File: config.mk
export PLATFORM = sky130hd
export DESIGN_NAME = chs_board_top
export DESIGN_NICKNAME = d
export VERILOG_FILES = /design/src/design/chs_board_pkg.sv /design/src/design/rtc_divider.sv /design/src/design/fan_pwm.sv /design/src/design/board_cfg_regs.sv /design/src/design/mem_delay_fifo.sv /design/src/design/chs_board_top.sv
export SDC_FILE = /design/constraint.sdc
export NUM_CORES = 1
export LEC_CHECK = 0
export ABC_CLOCK_PERIOD_IN_PS = 5800
export BUFFER_PORTS_ARGS = -buffer_cell sky130_fd_sc_hd__buf_2
export CAP_MARGIN = 20
export CORE_MARGIN = 5
export CORE_UTILIZATION = 38
export CTS_CLUSTER_DIAMETER = 30
export DETAILED_ROUTE_END_ITERATION = 12
export GPL_TIMING_DRIVEN = 0
export HOLD_SLACK_MARGIN = 0.03
export MAX_ROUTING_LAYER = met4
export PLACE_DENSITY_LB_ADDON = 0.2
export SYNTH_ARGS = -nofsm -noshare
export SYNTH_HDL_FRONTEND = slang
export SYNTH_SLANG_ARGS = --single-unit
File: constraint.sdc
create_clock -name soc_clk -period 5.8 [get_ports soc_clk]
set_input_delay 0.29 -clock soc_clk [delete_from_list [all_inputs] [get_ports soc_clk]]
set_output_delay 0.29 -clock soc_clk [all_outputs]
set_load 0.01 [all_outputs]
File: src/design/chs_board_pkg.sv
// Shared widths, vector types, request structs, register offsets and FSM states
package chs_board_pkg;

  //////////////////////////////////////////////////////////////////////
  // Widths and constants
  //////////////////////////////////////////////////////////////////////

  localparam int unsigned ADDR_W          = 32;
  localparam int unsigned DATA_W          = 32;
  localparam int unsigned LED_W           = 8;
  localparam int unsigned FAN_W           = 4;
  localparam int unsigned DELAY_W         = 16;

  // soc_clk cycles per RTC half period, full period is twice this
  localparam int unsigned RTC_HALF_PERIOD = 25;
  localparam int unsigned FAN_PRESCALE    = 4;
  localparam int unsigned FAN_SLOTS       = 16;
  localparam int unsigned MEM_FIFO_DEPTH  = 4;

  // Counter widths derived from the constants above
  localparam int unsigned RTC_CNT_W       = $clog2(RTC_HALF_PERIOD);
  localparam int unsigned FAN_PRESC_W     = $clog2(FAN_PRESCALE);
  localparam int unsigned FAN_SLOT_W      = $clog2(FAN_SLOTS);
  localparam int unsigned MEM_PTR_W       = $clog2(MEM_FIFO_DEPTH);
  localparam int unsigned MEM_CNT_W       = MEM_PTR_W + 1;

  //////////////////////////////////////////////////////////////////////
  // Types
  //////////////////////////////////////////////////////////////////////

  typedef logic [ADDR_W-1:0]      addr_t;
  typedef logic [DATA_W-1:0]      data_t;
  typedef logic [LED_W-1:0]       led_t;
  typedef logic [FAN_W-1:0]       fan_t;
  typedef logic [DELAY_W-1:0]     delay_t;
  typedef logic [RTC_CNT_W-1:0]   rtc_cnt_t;
  typedef logic [FAN_PRESC_W-1:0] fan_presc_t;
  typedef logic [FAN_SLOT_W-1:0]  fan_slot_t;
  typedef logic [MEM_PTR_W-1:0]   mem_ptr_t;
  typedef logic [MEM_CNT_W-1:0]   mem_cnt_t;

  typedef struct packed {
    logic  write;
    addr_t addr;
    data_t data;
  } reg_req_t;

  typedef struct packed {
    logic  write;
    addr_t addr;
    data_t data;
  } mem_req_t;

  typedef enum logic {
    IDLE,
    RESP
  } reg_state_t;

  // Register byte offsets
  localparam addr_t REG_LEDS      = 32'h0000_0000;
  localparam addr_t REG_FAN_CTL   = 32'h0000_0004;
  localparam addr_t REG_FAN_OVR   = 32'h0000_0008;
  localparam addr_t REG_MEM_DELAY = 32'h0000_000C;

endpackage

File: src/design/rtc_divider.sv
// RTC divider producing a slow square wave from soc_clk
`timescale 1ns/1ns

module rtc_divider (
  input  logic soc_clk,
  input  logic rst_n,
  output logic rtc_o
);

  chs_board_pkg::rtc_cnt_t cnt_q;
  logic                    wrap;

  // Last cycle of a half period
  assign wrap = (cnt_q == chs_board_pkg::rtc_cnt_t'(chs_board_pkg::RTC_HALF_PERIOD - 1));

  always_ff @(posedge soc_clk or negedge rst_n) begin
    if (!rst_n) begin
      cnt_q <= '0;
      rtc_o <= 1'b0;
    end else if (wrap) begin
      cnt_q <= '0;
      rtc_o <= ~rtc_o;
    end else begin
      cnt_q <= cnt_q + chs_board_pkg::rtc_cnt_t'(1);
    end
  end

endmodule

File: src/design/fan_pwm.sv
// Fan PWM generator with a prescaler and a 16-slot period
`timescale 1ns/1ns

module fan_pwm (
  input  logic                soc_clk,
  input  logic                rst_n,
  input  chs_board_pkg::fan_t fan_setting_i,
  output logic                fan_pwm_o
);

  chs_board_pkg::fan_presc_t presc_q;
  chs_board_pkg::fan_slot_t  slot_q;
  chs_board_pkg::fan_t       setting_q;
  chs_board_pkg::fan_t       setting_cur;
  logic                      slot_end;
  logic                      period_start;

  assign slot_end     = (presc_q == chs_board_pkg::fan_presc_t'(chs_board_pkg::FAN_PRESCALE - 1));
  assign period_start = (presc_q == '0) && (slot_q == '0);

  // New setting takes effect from the first slot of the period
  assign setting_cur  = period_start ? fan_setting_i : setting_q;

  always_ff @(posedge soc_clk or negedge rst_n) begin
    if (!rst_n) begin
      presc_q   <= '0;
      slot_q    <= '0;
      setting_q <= '0;
      fan_pwm_o <= 1'b0;
    end else begin
      presc_q   <= slot_end ? '0 : presc_q + chs_board_pkg::fan_presc_t'(1);
      if (slot_end) begin
        if (slot_q == chs_board_pkg::fan_slot_t'(chs_board_pkg::FAN_SLOTS - 1)) begin
          slot_q <= '0;
        end else begin
          slot_q <= slot_q + chs_board_pkg::fan_slot_t'(1);
        end
      end
      setting_q <= setting_cur;
      fan_pwm_o <= (chs_board_pkg::fan_t'(slot_q) < setting_cur);
    end
  end

endmodule

File: src/design/board_cfg_regs.sv
// Board configuration registers for LEDs, fan control and memory delay
`timescale 1ns/1ns

module board_cfg_regs (
  input  logic                     soc_clk,
  input  logic                     rst_n,
  input  chs_board_pkg::reg_req_t  reg_req_i,
  input  logic                     reg_req_valid_i,
  output logic                     reg_req_ready_o,
  output chs_board_pkg::data_t     reg_rsp_rdata_o,
  output logic                     reg_rsp_valid_o,
  input  logic                     reg_rsp_ready_i,
  input  chs_board_pkg::fan_t      fan_sw_i,
  output chs_board_pkg::led_t      leds_o,
  output chs_board_pkg::fan_t      fan_setting_o,
  output chs_board_pkg::delay_t    mem_delay_o
);

  chs_board_pkg::reg_state_t state_q, state_d;
  chs_board_pkg::led_t       leds_q, leds_d;
  chs_board_pkg::fan_t       fan_ctl_q, fan_ctl_d;
  logic                      fan_ovr_q, fan_ovr_d;
  chs_board_pkg::delay_t     mem_delay_q, mem_delay_d;
  chs_board_pkg::data_t      rdata_d, rdata_q;
  logic                      req_fire;
  logic                      wr_fire;

  // One request in flight at a time
  assign reg_req_ready_o = (state_q == chs_board_pkg::IDLE);
  assign reg_rsp_valid_o = (state_q == chs_board_pkg::RESP);
  assign req_fire        = reg_req_valid_i & reg_req_ready_o;
  assign wr_fire         = req_fire & reg_req_i.write;

  //////////////////////////////////////////////////////////////////////
  // Next register values
  //////////////////////////////////////////////////////////////////////

  always_comb begin
    leds_d      = leds_q;
    fan_ovr_d   = fan_ovr_q;
    mem_delay_d = mem_delay_q;
    // Switches win unless override is set
    fan_ctl_d   = fan_ovr_q ? fan_ctl_q : fan_sw_i;
    if (wr_fire) begin
      case (reg_req_i.addr)
        chs_board_pkg::REG_LEDS:      leds_d = chs_board_pkg::led_t'(reg_req_i.data);
        chs_board_pkg::REG_FAN_CTL: begin
          if (fan_ovr_q) begin
            fan_ctl_d = chs_board_pkg::fan_t'(reg_req_i.data);
          end
        end
        chs_board_pkg::REG_FAN_OVR:   fan_ovr_d = reg_req_i.data[0];
        chs_board_pkg::REG_MEM_DELAY: mem_delay_d = chs_board_pkg::delay_t'(reg_req_i.data);
        default: ;
      endcase
    end
  end

  // Response shows the value the register holds after this access
  always_comb begin
    case (reg_req_i.addr)
      chs_board_pkg::REG_LEDS:      rdata_d = chs_board_pkg::data_t'(leds_d);
      chs_board_pkg::REG_FAN_CTL:   rdata_d = chs_board_pkg::data_t'(fan_ctl_d);
      chs_board_pkg::REG_FAN_OVR:   rdata_d = chs_board_pkg::data_t'(fan_ovr_d);
      chs_board_pkg::REG_MEM_DELAY: rdata_d = chs_board_pkg::data_t'(mem_delay_d);
      default:                      rdata_d = '0;
    endcase
  end

  always_comb begin
    state_d = state_q;
    case (state_q)
      chs_board_pkg::IDLE: if (req_fire) state_d = chs_board_pkg::RESP;
      chs_board_pkg::RESP: if (reg_rsp_ready_i) state_d = chs_board_pkg::IDLE;
      default:             state_d = chs_board_pkg::IDLE;
    endcase
  end

  always_ff @(posedge soc_clk or negedge rst_n) begin
    if (!rst_n) begin
      state_q     <= chs_board_pkg::IDLE;
      leds_q      <= '0;
      fan_ctl_q   <= '0;
      fan_ovr_q   <= 1'b0;
      mem_delay_q <= '0;
    end else begin
      state_q     <= state_d;
      leds_q      <= leds_d;
      fan_ctl_q   <= fan_ctl_d;
      fan_ovr_q   <= fan_ovr_d;
      mem_delay_q <= mem_delay_d;
    end
  end

  always_ff @(posedge soc_clk) begin
    if (req_fire) begin
      rdata_q <= rdata_d;
    end
  end

  assign reg_rsp_rdata_o = rdata_q;
  assign leds_o          = leds_q;
  assign fan_setting_o   = fan_ctl_q;
  assign mem_delay_o     = mem_delay_q;

endmodule

File: src/design/mem_delay_fifo.sv
// Memory request buffer releasing each entry after its programmed delay
`timescale 1ns/1ns

module mem_delay_fifo (
  input  logic                    soc_clk,
  input  logic                    rst_n,
  input  chs_board_pkg::delay_t   mem_delay_i,
  input  chs_board_pkg::mem_req_t mem_in_i,
  input  logic                    mem_in_valid_i,
  output logic                    mem_in_ready_o,
  output chs_board_pkg::mem_req_t mem_out_o,
  output logic                    mem_out_valid_o,
  input  logic                    mem_out_ready_i
);

  localparam int unsigned Depth = chs_board_pkg::MEM_FIFO_DEPTH;

  chs_board_pkg::mem_req_t data_q    [Depth];
  chs_board_pkg::delay_t   release_q [Depth];
  logic [Depth-1:0]        ripe_q;
  logic [Depth-1:0]        due;
  chs_board_pkg::delay_t   now_q;
  chs_board_pkg::mem_ptr_t wr_ptr_q, rd_ptr_q;
  chs_board_pkg::mem_cnt_t cnt_q;
  logic                    push, pop;

  // Due once the timestamp has reached the release time, wrap-safe
  // for delays below half the timestamp range
  always_comb begin
    chs_board_pkg::delay_t elapsed;
    for (int i = 0; i < Depth; i++) begin
      elapsed = now_q - release_q[i];
      due[i]  = ripe_q[i] | ~elapsed[chs_board_pkg::DELAY_W-1];
    end
  end

  assign mem_in_ready_o  = (cnt_q != chs_board_pkg::mem_cnt_t'(Depth));
  assign mem_out_valid_o = (cnt_q != '0) && due[rd_ptr_q];
  assign mem_out_o       = data_q[rd_ptr_q];
  assign push            = mem_in_valid_i & mem_in_ready_o;
  assign pop             = mem_out_valid_o & mem_out_ready_i;

  //////////////////////////////////////////////////////////////////////
  // Control state
  //////////////////////////////////////////////////////////////////////

  always_ff @(posedge soc_clk or negedge rst_n) begin
    if (!rst_n) begin
      now_q    <= '0;
      wr_ptr_q <= '0;
      rd_ptr_q <= '0;
      cnt_q    <= '0;
      ripe_q   <= '0;
    end else begin
      now_q  <= now_q + chs_board_pkg::delay_t'(1);
      // Sticky so a long stall cannot pull back a released head
      ripe_q <= due;
      if (push) begin
        wr_ptr_q         <= wr_ptr_q + chs_board_pkg::mem_ptr_t'(1);
        ripe_q[wr_ptr_q] <= 1'b0;
      end
      if (pop) begin
        rd_ptr_q <= rd_ptr_q + chs_board_pkg::mem_ptr_t'(1);
      end
      if (push && !pop) begin
        cnt_q <= cnt_q + chs_board_pkg::mem_cnt_t'(1);
      end else if (pop && !push) begin
        cnt_q <= cnt_q - chs_board_pkg::mem_cnt_t'(1);
      end
    end
  end

  // Payload and release stamp
  always_ff @(posedge soc_clk) begin
    if (push) begin
      data_q[wr_ptr_q]    <= mem_in_i;
      release_q[wr_ptr_q] <= now_q + mem_delay_i;
    end
  end

endmodule

File: src/design/chs_board_top.sv
// Board helper top level with RTC divider, config registers, fan PWM and delay line
`timescale 1ns/1ns

module chs_board_top (
  input  logic                    soc_clk,
  input  logic                    rst_n,
  // Config register access
  input  chs_board_pkg::reg_req_t reg_req_i,
  input  logic                    reg_req_valid_i,
  output logic                    reg_req_ready_o,
  output chs_board_pkg::data_t    reg_rsp_rdata_o,
  output logic                    reg_rsp_valid_o,
  input  logic                    reg_rsp_ready_i,
  // Board IO
  input  chs_board_pkg::fan_t     fan_sw_i,
  output chs_board_pkg::led_t     leds_o,
  output logic                    fan_pwm_o,
  output logic                    rtc_o,
  // Memory request path
  input  chs_board_pkg::mem_req_t mem_in_i,
  input  logic                    mem_in_valid_i,
  output logic                    mem_in_ready_o,
  output chs_board_pkg::mem_req_t mem_out_o,
  output logic                    mem_out_valid_o,
  input  logic                    mem_out_ready_i
);

  chs_board_pkg::fan_t   fan_setting;
  chs_board_pkg::delay_t mem_delay;

  rtc_divider i_rtc_divider (
    .soc_clk ( soc_clk ),
    .rst_n   ( rst_n   ),
    .rtc_o   ( rtc_o   )
  );

  board_cfg_regs i_board_cfg_regs (
    .soc_clk         ( soc_clk         ),
    .rst_n           ( rst_n           ),
    .reg_req_i       ( reg_req_i       ),
    .reg_req_valid_i ( reg_req_valid_i ),
    .reg_req_ready_o ( reg_req_ready_o ),
    .reg_rsp_rdata_o ( reg_rsp_rdata_o ),
    .reg_rsp_valid_o ( reg_rsp_valid_o ),
    .reg_rsp_ready_i ( reg_rsp_ready_i ),
    .fan_sw_i        ( fan_sw_i        ),
    .leds_o          ( leds_o          ),
    .fan_setting_o   ( fan_setting     ),
    .mem_delay_o     ( mem_delay       )
  );

  fan_pwm i_fan_pwm (
    .soc_clk       ( soc_clk     ),
    .rst_n         ( rst_n       ),
    .fan_setting_i ( fan_setting ),
    .fan_pwm_o     ( fan_pwm_o   )
  );

  // SoC side pushes requests, memory side drains them
  mem_delay_fifo i_mem_delay_fifo (
    .soc_clk         ( soc_clk         ),
    .rst_n           ( rst_n           ),
    .mem_delay_i     ( mem_delay       ),
    .mem_in_i        ( mem_in_i        ),
    .mem_in_valid_i  ( mem_in_valid_i  ),
    .mem_in_ready_o  ( mem_in_ready_o  ),
    .mem_out_o       ( mem_out_o       ),
    .mem_out_valid_o ( mem_out_valid_o ),
    .mem_out_ready_i ( mem_out_ready_i )
  );

endmodule

* After elaboration in Yosys (flattened, before gate mapping) *
Memory sizes are Yosys's and may differ from the RTL's.
Index checks and enable logic that the tools add are counted.

storage, ports and cells
  bits in registers = 106
  bits in latches = 0
  memory bits (writable) = 324
  ROM bits = 0
  bits of input ports = 140
  output and inout bits = 111
  word-level logic and storage cells = 98
  memories = 2

cells by class
  $add $sub $neg = 13
  multipliers = 0
  divide/modulo/power cells = 0
  $lt $le $gt $ge = 4
  eq/ne operators = 7
  shift-type cells = 0
  muxes and demuxes = 27
  bitwise operators = 16
  reduce and logical (&&, ||, !) cells = 12

memory list
  memory                      depth  width  read ports  clocked after Yosys merged registers in  write ports  line                  source
  i_mem_delay_fifo.data_q     4      65     1           0                                        1            mem_delay_fifo.sv:18  chs_board_pkg::mem_req_t data_q [Depth];
  i_mem_delay_fifo.release_q  4      16     4           0                                        1            mem_delay_fifo.sv:19  chs_board_pkg::delay_t release_q [Depth];

operator list
  cell                   number
  $eq 32x4->1 const B    2
  $pmux 16 s4            1
  $sub 16x16->16         4
  $eq 32x3->1 const B    1
  $logic_not 32->1       1
  $mux 16                2
  $mux 4                 7
  $add 16x1->16 const B  1
  $add 16x16->16         1
  $mux 8                 2
  $mux 1                 8
  $add 2x1->2 const B    3
  $lt 2x3->1 const B     2
  $mux 3                 2
  $not 1->1              6
  $add 5x1->5 const B    1
  $eq 5x5->1 const B     1
  $logic_and 1x1->1      5
  $mux 5                 1
  $add 4x1->4 const B    1
  $and 1x1->1            4
  $and 4x4->4            1
  $eq 4x4->1 const B     1
  $logic_not 4->1        1
  16 further kinds       20

* Logic depth before layout (Yosys ltp) *
Gate-level depths: netlist of run 1.
An unclocked memory read counts as a cell.

  depth after elaboration = 11
  depth in mapped cells = 16
  mapped depth without buffers = 16

* Cells and area by module *
From an unflattened synthesis of run 1, not the netlist that was laid out.

unflattened totals
  cells, all modules = 1100
  area total of the unflattened synthesis = 17982.2 um^2

modules (own cells, without submodules)
  module          instances  cells each  area an instance (um^2)  sequential area each (um^2)
  mem_delay_fifo  1          828         14761.7                  10405.0
  board_cfg_regs  1          197         2388.5                   1231.2
  fan_pwm         1          48          549.3                    275.3
  rtc_divider     1          27          282.8                    150.1

* Worst setup path after synthesis of run 1 *
No wires, ideal clock.

  path type = register -> register
  from = register i_mem_delay_fifo.now_q[6]
  to = register i_mem_delay_fifo.cnt_q[2]
  library setup time = 0.079 ns
  arrival = 3.236 ns
  required time = 5.721 ns
  slack = 2.485 ns
  stages on the path, launching flop included = 15
  path buffers = 0
  period minus slack after synthesis = 3.315 ns
  cell sequence = dfrtp_1 > ha_1 > and3_1 > a221oi_1 > a2111oi_2 > or4b_1 > nand2_1 > o311ai_1 > a21oi_1 > ha_1 > inv_1 > fa_1 > xor2_1 > nor2_1 > xor2_1

between the ends
  longest elaborated chain between the ends = 10
  elaborated cells between the ends (all ways) = 21
  classes of those cells = add/sub (4); mux (3); bitwise (9); reduce/logical (5)

ends and longest elaborated chain
  element                                             line                  source
  from (decl)                                         mem_delay_fifo.sv:22  chs_board_pkg::delay_t now_q;
  from (signal assigned)                              mem_delay_fifo.sv:55  now_q <= now_q + chs_board_pkg::delay_t'(1);
  $sub 16x16->16                                      mem_delay_fifo.sv:32  elapsed = now_q - release_q[i];
  $not 1->1                                           mem_delay_fifo.sv:33  due[i] = ripe_q[i] | ~elapsed[chs_board_pkg::DELAY_W-1];
  $or 1x1->1                                          mem_delay_fifo.sv:33
  $bmux 1 s2 *                                        mem_delay_fifo.sv:38  assign mem_out_valid_o = (cnt_q != '0) && due[rd_ptr_q];
  $mux 1 (implied by the code) *                      mem_delay_fifo.sv:38
  $logic_and 1x1->1 *                                 mem_delay_fifo.sv:38
  $and 1x1->1 *                                       mem_delay_fifo.sv:41  assign pop = mem_out_valid_o & mem_out_ready_i;
  $logic_not 1->1                                     mem_delay_fifo.sv:65  if (push && !pop) begin
  $logic_and 1x1->1                                   mem_delay_fifo.sv:65
  $mux 3 / $reduce_bool 2->1 (equally long branches)  -
  to (signal assigned)                                mem_delay_fifo.sv:66  cnt_q <= cnt_q + chs_board_pkg::mem_cnt_t'(1);
  to (signal assigned)                                mem_delay_fifo.sv:68  cnt_q <= cnt_q - chs_board_pkg::mem_cnt_t'(1);
  to (decl)                                           mem_delay_fifo.sv:24  chs_board_pkg::mem_cnt_t cnt_q;

Mark *: on every way between the ends. The rest lies on a longest branch, timed or not. The select of a mux whose other input is x is not followed.
A chain may end at the register's enable or synchronous reset.

* Final worst setup path of run 1 *
  from = register i_mem_delay_fifo.now_q[12]
  to = register i_mem_delay_fifo.cnt_q[2]

Same word-level chain as after synthesis.

==> results of run 1 <==
[worst max-delay path by stage]
stage | end | from
2_1_floorplan | i_mem_delay_fifo.cnt_q[2]$_DFFE_PN0P_ | i_mem_delay_fifo.now_q[6]$_DFF_PN0_
3_3_place_gp | i_mem_delay_fifo.data_q[2][13]$_DFFE_PP_ | i_mem_delay_fifo.wr_ptr_q[0]$_DFFE_PN0P_
3_5_place_dp | i_mem_delay_fifo.cnt_q[2]$_DFFE_PN0P_ | i_mem_delay_fifo.now_q[6]$_DFF_PN0_
4_1_cts | i_mem_delay_fifo.cnt_q[2]$_DFFE_PN0P_ | i_mem_delay_fifo.now_q[6]$_DFF_PN0_
5_1_grt | i_mem_delay_fifo.cnt_q[2]$_DFFE_PN0P_ | i_mem_delay_fifo.now_q[12]$_DFF_PN0_
6_report | i_mem_delay_fifo.cnt_q[2]$_DFFE_PN0P_ | i_mem_delay_fifo.now_q[12]$_DFF_PN0_
[placed cells by master, fill, tap and decap left out, types with 7 or more instances in the layout]
master / count
nand2_1: 67
dlygate4sd3_1: 87
clkinvlp_4: 7
ha_1: 86
a22oi_1: 7
nand2b_1: 11
clkbuf_1: 27
nor2_1: 46
mux4_2: 65
nand4_1: 7
nor4_1: 7
xor2_1: 8
buf_2: 224
nor2b_1: 8
clkinv_2: 16
inv_1: 78
o21ai_0: 29
mux2_2: 19
buf_4: 17
clkinv_1: 7
dfrtp_1: 74
clkbuf_16: 93
mux2i_1: 9
conb_1: 16
a21oi_1: 42
nor3_1: 9
edfxtp_1: 340
clkinv_4: 11
mux2_4: 8
nand3_1: 13
xnor2_1: 31
a21o_1: 16
bufinv_16: 22
[state kept, by name (all words and copies together), names as in the netlist, 2 cells and up]
register	count
i_board_cfg_regs.fan_setting_o	4
i_rtc_divider.cnt_q	5
i_fan_pwm.presc_q	2
i_mem_delay_fifo.now_q	16
i_mem_delay_fifo.release_q	64
i_mem_delay_fifo.cnt_q	3
i_fan_pwm.slot_q	4
i_board_cfg_regs.mem_delay_o	16
i_mem_delay_fifo.data_q	260
i_board_cfg_regs.reg_rsp_rdata_o	16
i_mem_delay_fifo.wr_ptr_q	2
i_board_cfg_regs.leds_o	8
i_mem_delay_fifo.rd_ptr_q	2
i_fan_pwm.setting_q	4
i_mem_delay_fifo.ripe_q	4
[logic make-up after synthesis]
logic type / count (synthesis) / synth area share [%]
other cells: 1 / 0.0210
buf+inv: 120 / 3.05
compound gates: 137 / 4.93
mux: 102 / 10.6
fa+ha+maj: 88 / 6.25
xor+xnor: 39 / 1.91
simple gates: 199 / 5.65
flops: 414 / 67.5
[worst max-delay path: cells and delay by family, from the launching register on]
kind / cells / cell delay, ns
xor+xnor: 2 / 0.32
buf+inv: 1 / 0.06
compound gates: 7 / 1.64
fa+ha+maj: 3 / 0.89
flops: 1 / 0.55
simple gates: 2 / 0.28
[power by group]
group	internal (mW)	switching, mW
clock	3.93	1.65
sequential	3.76	0.106
combinational	0.974	1.23
total	8.67	2.99
[cell type report]
class                   instances  share of cell area (%)
well taps                     607                    3.14
clock inverters                70                    4.19
multi-input cells             581                    22.0
clock buffers                 106                    9.86
plain buffers                  42                    1.04
flip-flops and latches        414                    49.8
repair buffers                311                    8.74
inverters                      78                    1.21
[routing by layer]
| metal | vias up | GRT usage [%] | share of wire (%) | wire length [um] |
|---|---|---|---|---|
| met5 | - | - | 0 | 0 |
| met4 | 0 | 5.61 | 2.1 | 811 |
| met3 | 68 | 3.56 | 5.0 | 1940 |
| met2 | 253 | 25.2 | 49 | 19100 |
| met1 | 5275 | 19.0 | 44 | 16900 |
| li1 | 5075 | - | - | - |
[what timing repair did]
action | 4_1_cts | 5_1_grt
hold buffers | 87 | 0
endpoints found under the hold margin | 371 | 0
setup buffers | 0 | 0
==> flow_results.org, run 1 <==
** Outcome
- Outcome :: completed

** Critical path
- In this run the critical register-to-register path is launched from i_mem_delay_fifo.now_q[12]$_DFF_PN0_.
- The signal on the critical path passes through ha_1, a21o_1, a2111oi_0, o221ai_1, a21oi_1, o21ai_0, o31ai_1, nor3_1, a21oi_1, ha_1, inv_1, fa_1, xor2_1, nor2_1, xor2_1.
- For flop-to-flop paths, the worst setup slack is 1.97 ns.
- Category of the worst setup path launch point :: flip-flop
- Number of cell instances on the worst register-to-register path :: 15
- The worst setup path is captured at a flip-flop.
- Max stage delay cell, worst path :: dfrtp_1
- Worst path required time :: 6.33 ns
- Arrival time of the worst setup path :: 4.36 ns
- Terminus of the critical flop-to-flop path :: i_mem_delay_fifo.cnt_q[2]$_DFFE_PN0P_
- Of all nets on the critical path, the largest fanout is 8.
- The worst setup path is of the flip-flop to flip-flop kind.
- Delay of the slowest critical-path stage :: 0.55 ns

** Global route
- Gr ovfl total :: 0
- Aggregate global-route resource usage :: 15.5%
- The via count of the first global-routing pass is 11400.
- Number of antenna violations at the first check in global routing :: 0
- Global-route wire length before repair :: 60700 um
- Maximum number of pins on one net before global-route repair :: 64

** STA
- Setup slack closes at 1.97 ns.
- WHS :: 0.0881 ns
- The number of hold violations in the final report was 0.
- Final min period :: 3.83 ns
- Maximum clock skew at final layout :: 0.0216 ns
- Final Slew Violations :: 0
- Achievable frequency :: 0.261 GHz
- Relative slew slack :: 52.2%
- Setup repair after global routing left no endpoint under its margin.
- After routing, the total negative slack on setup checks comes to 0 ns.
- Transition time of the tightest slew-check pin :: 0.717 ns
- Share of the cycle needed by the critical path after routing :: 66.0%
- Final-report setup violation count :: 0

** Detailed routing
- Total wire length :: 38800 um
- The routed layout has 10700 vias.
- Dividing the detail-routed wire length by the instance count gives 17.5 um.
- In the routed design, unresolved DRC markers number 0.
- Routed vias/inst :: 4.83
- Detailed-routing iteration count for the pre-antenna-repair pass :: 5
- In this run, the number of DRC markers left after iteration 0 of detailed routing was 589.
- Antenna viol nets, final :: 0

** Die
- DIE AREA :: 51400 um2
- Number of top-level pins :: 251
- In this run the vertical extent of the chip is 227 um.
- Core outline area :: 46600 um2
- Die width :: 227 um
- The initialized floorplan defines 79 standard-cell rows.
- The initial utilization of the core area, before any placement, comes to 38.4%.

** Placed design
- Prior to clock tree synthesis, the placed netlist has a worst setup slack of 1.91 ns.
- At the end of routability-driven placement, the weighted congestion stood at 0.780.
- Placed cell areas :: 19900 um2
- Input and output buffers added on the ports amount to 218.
- Counting tap cells, the placed design contains a total of 1946 instances.
- DP HPWL :: 25200 um

** Synthesis
- Post-synthesis sequential area ratio :: 67.5%
- Yosys warnings :: 0
- Seq cells post-synth :: 414
- Among all flip-flop cells after synthesis, the most frequent one is edfxtp_1.
- Cell type with the largest total area after synthesis :: edfxtp_1
- List of most frequent post-synthesis cells :: 340 x edfxtp_1, 86 x ha_1, 78 x inv_1
- Synthesis produced a netlist whose cell count is 1100.
- The most common cell in the synthesized netlist is edfxtp_1.
- The cell area that synthesis handed to floorplanning was 17900 um2.
- After synthesis, the mean cell area works out to 16.2 um2.
- Counting flops with a built-in enable in the synthesized netlist gives 340.
- The netlist uses 74 different library cells.
- Top cell type's share of synthesized area :: 57.2%
- After synthesis, the share of flip-flops with an asynchronous set or reset is 17.9%.
- Yosys attributes the largest share of cell area to edfxtp_1 57%, dfrtp_1 10%, mux4_2 8.2%, ha_1 6.0%, inv_1 1.6%.

** Cells and area
- Layout overhead on the synthesized area :: 35.6%
- At the end of the flow the core is filled with cells to 52.0%.
- The net count of the finished layout is 1749.
- After routing the design area is 24200 um2.
- Footprint of the flip-flops and latches :: 12100 um2
- Number of inserted filler cells in the final layout :: 3880
- The number of antenna diodes in the final layout is 0.
- Multi-input combinational cell area :: 5330 um2
- Ratio of cells with drive above 1 in the final layout :: 32.0%
- Non-filler instance count after layout :: 2209

** Clock network
- TritonCTS built the clock tree.
- Clock-pin slew on the worst setup and hold paths :: 0.04 ns
- Clock tree synthesis found a total of 414 sinks.
- Clock Path Buffers :: 3
- Post-CTS Resized :: 0
- The tree is rooted in a clkbuf_16.
- Clock latency reported for the late side of the worst-skew pair :: 0.60 ns
- CTS Buf Count :: 93
- The clock tree synthesis step divided the H-tree into 3 levels.

** Hold path
- Worst Hold Class :: primary input to async pin

** Run
- Max Cap Violations :: 0

** Power
- Leakage power total :: 9.79 nW
- Design Power :: 11.7 mW
- Areal power density over the cells :: 481 nW/um2
- IR analysis of the VDD net gives a maximum drop of 313 uV.
Power figures use the tool's default switching activity.
==> run 2: changes to the inputs <==
--- a/config.mk
+++ b/config.mk
@@ -5,7 +5,7 @@
 export SDC_FILE = /design/constraint.sdc
 export NUM_CORES = 1
 export LEC_CHECK = 0
-export ABC_CLOCK_PERIOD_IN_PS = 5800
+export ABC_CLOCK_PERIOD_IN_PS = 3900
 export BUFFER_PORTS_ARGS = -buffer_cell sky130_fd_sc_hd__buf_2
 export CAP_MARGIN = 20
 export CORE_MARGIN = 5
==> constraint.sdc (replaced) <==
create_clock -name soc_clk -period 3.9 [get_ports soc_clk]
set_input_delay 0.195 -clock soc_clk [delete_from_list [all_inputs] [get_ports soc_clk]]
set_output_delay 0.195 -clock soc_clk [all_outputs]
set_load 0.01 [all_outputs]
==> run 2 against run 1 <==
Sequential share of layout area fell by 0.20 points; cell count is 0.41% higher; worst hold slack lost 0.017 ns.
==> flow_results.org, run 2 (synthesis gave the netlist of run 1 again) <==
** Outcome
- The flow ran to the end, and the final reports show no timing, DRC or antenna violations.

** Clock network
- The H-tree depth reported by CTS was 3 (unchanged).
- The worst-case clock buffer depth came to 3 (unchanged).
- The root buffer cell chosen for the clock tree is clkbuf_16.
- TritonCTS Sinks :: 414 (unchanged)
- Clock latency reported for the late side of the worst-skew pair :: 0.60 ns (about the same)
- The clock input transition at the sequential cells of the worst setup and hold paths is 0.04 ns (about the same).
- TritonCTS built the clock tree.
- The number of buffers inserted during clock tree synthesis was 93 (unchanged).
- The total setup buffers inserted after CTS came to 0 (unchanged).

** Hold path
- In this run the most critical hold path is launched from reg_req_valid_i.
- Worst Hold Class :: primary input to flip-flop

** STA
- The actual slew at the worst max-slew pin was 0.719 ns (+0.00140 ns).
- The number of max-slew violations in the final report is 0 (unchanged).
- Achievable frequency :: 0.274 GHz (+4.8%)
- The share of the clock period used by the worst path came to 93.6% (+28 points).
- Relative slew slack :: 52.1% (-0.093 points)
- Setup repair after global routing left no endpoint under its margin.
- Final min period :: 3.65 ns (-0.176 ns)
- The count of endpoints failing setup in the final report is 0 (unchanged).
- The post-route clock skew came to 0.0207 ns (-0.000925 ns).
- The number of hold violations in the final report came to 0 (unchanged).

** Critical path
- The worst setup path is launched from a flip-flop.
- Startpoint of the most critical register-to-register path :: i_mem_delay_fifo.now_q[6]$_DFF_PN0_
- The critical path required time is 4.43 ns (-1.90 ns).
- Max stage delay cell, worst path :: or4b_1
- The critical path starts at i_mem_delay_fifo.now_q[6]$_DFF_PN0_.
- The largest driver fanout on the critical path was 8 (unchanged).
- List of cells traversed by the critical path :: ha_1, and3_1, a221oi_2, a2111oi_2, or4b_1, nand2_1, o311ai_1, a21oi_1, ha_1, inv_1, fa_1, xor2_1, nor2_1, xor2_1
- The delay of the slowest critical-path stage is 0.54 ns (about the same).
- The critical path data arrival time is 4.18 ns (-0.18 ns).
- The setup path with the least slack is of type flip-flop to flip-flop.
- Critical path capture point type :: flip-flop

** Power
- The power per unit of standard cell area came to 713 nW/um2 (+48%).
- Worst supply voltage drop on vdd :: 467 uV (+49%)
- Leakage power total :: 9.83 nW (+0.41%)

** Detailed routing
- The post-detailed-routing wire length was 38900 um (+0.30%).
- Number of vias after detailed routing :: 10700 (+0.084%)
- The DRC violation count after routing was 0 (unchanged).
- Routed vias/inst :: 4.82 (-0.32%)
- First DRT Iteration DRCs :: 578 (-1.9%)
- The number of nets with antenna violations after detailed routing is 0 (unchanged).
- The number of optimization iterations in the first detailed-route pass is 7 (+2).
- Average routed wire per standard cell :: 17.5 um (-0.11%)

** Die
- Effective utilization at floorplan :: 38.4% (unchanged)
- The placeable core area was 46600 um2 (unchanged).
- Number of top-level pins :: 251 (unchanged)
- The floorplan die height was 227 um (unchanged).
- The horizontal die dimension is 227 um (unchanged).
- The total number of placement rows is 79 (unchanged).
- The total die area came to 51400 um2 (unchanged).

** Global route
- Number of antenna violations at the first check in global routing :: 0 (unchanged)
- The via count of the first global-routing pass is 11400 (+0.34%).
- The total congestion overflow after global routing was 0 (unchanged).
- Global-route wire length before repair :: 60900 um (+0.33%)
- Maximum number of pins on one net before global-route repair :: 64 (unchanged)
- Aggregate global-route resource usage :: 15.5% (+0.043 points)

** Cells and area
- The share of cells above drive strength 1 came to 32.4% (+0.38 points).
- The top cell types in the final layout, fill and taps aside, are 340 x edfxtp_1, 224 x buf_2, 96 x dlygate4sd3_1.
- The fraction of the core area covered by cells at the end of the flow is 52.2% (+0.24 points).
- Biggest regs :: i_mem_delay_fifo.data_q (260), i_mem_delay_fifo.release_q (64)
- The layout net count came to 1758 (+0.51%).
- i_mem_delay_fifo.data_q holds more flip-flops than any other register.
- The flip-flop count of the largest register, all copies and words added is 260 (unchanged).
- Antenna diode instance count :: 0 (unchanged)
- The number of standard cells in the layout, taps in and fillers out was 2218 (+0.41%).
- Layout overhead on the synthesized area :: 36.2%
- Most common cell after layout, fill and taps aside :: edfxtp_1

** Placed design
- The half-perimeter wire length after detailed placement is 25200 um (unchanged).
- Number of cells after detailed placement :: 1946 (unchanged)
- RD Place Congestion :: 0.780 (unchanged)
- Count of input and output buffers :: 218 (unchanged)

** Run
- The max capacitance violation total is 0 (unchanged).
## run 2: cell count changes in the layout (fill, tap and decap cells not counted)
cell           previous run  this run
dfrtp_1                  74        68
dfrtp_2                   0         6
a2111oi_0                 2         1
a21oi_2                   0         1
a2111oi_2                 1         2
dlygate4sd3_1            87        96
a21oi_1                  42        41
a221oi_1                  1         0
a221oi_2                  0         1
## run 2: power by group
part,internal (mW),switching [mW]
Clock,5.85,2.46
Combinational,1.45,1.83
Sequential,5.60,0.157
Total,12.9,4.45
## run 2: final timing paths
path / end / slack (ns) / cells after the start
max in group asynchronous: i_mem_delay_fifo.ripe_q[1]$_DFF_PN0_ / 2.78 / 3
hold / removal: i_board_cfg_regs.reg_rsp_rdata_o[12]$_DFFE_PP_ / 0.07 / 2
setup / recovery: i_mem_delay_fifo.cnt_q[2]$_DFFE_PN0P_ / 0.25 / 14
hold reg to reg: i_rtc_divider.rtc_o$_DFFE_PN0N_ / 0.46 / 1
min in group asynchronous: i_rtc_divider.cnt_q[0]$_DFF_PN0_ / 0.15 / 3
setup reg to reg: i_mem_delay_fifo.cnt_q[2]$_DFFE_PN0P_ / 0.25 / 14
## run 2: layer usage
layer	global-route usage, %	vias to the layer above	wire, um
li1	-	5095	-
met5	-	-	0
met4	5.65	0	823
met1	19.0	5263	16900
met2	25.3	254	19200
met3	3.59	68	2000
## run 2: cell type report
class,instances,area (um2)
plain buffers,42,251
clock buffers,106,2390
clock inverters,70,1010
fillers,3874,22200
inverters,78,293
multi-input cells,581,5350
flip-flops and latches,414,12100
well taps,607,759
repair buffers,320,2210
## run 2: critical path: cells and delay by family (launching register included)
family | cells | cell delay, ns
compound gates | 4 | 0.86
xor+xnor | 2 | 0.32
fa+ha+maj | 3 | 0.89
buf+inv | 1 | 0.06
flops | 1 | 0.47
simple gates | 4 | 0.97
## run 2: per-stage QoR
step	total power, mW	worst slack [ns]	TNS, ns	hold slack [ns]	cell area [um2]
finish	17.3	0.248	0	0.0711	24300
global route	18.1	0.0127	0	0.0589	24300
CTS	17.6	0.0728	0	0.0337	24300
detailed placement	9.14	0.0121	0	0.0738	19900
global placement	9.12	-0.848	-254.56	0.364	19800
floorplan	7.86	0.585	0	-0.101	17900
## run 2: repair_timing
item,in CTS,in global routing
gates resized for setup,2,8
setup endpoints to repair,1,2
hold endpoints to repair,381,0
hold buffers,96,0
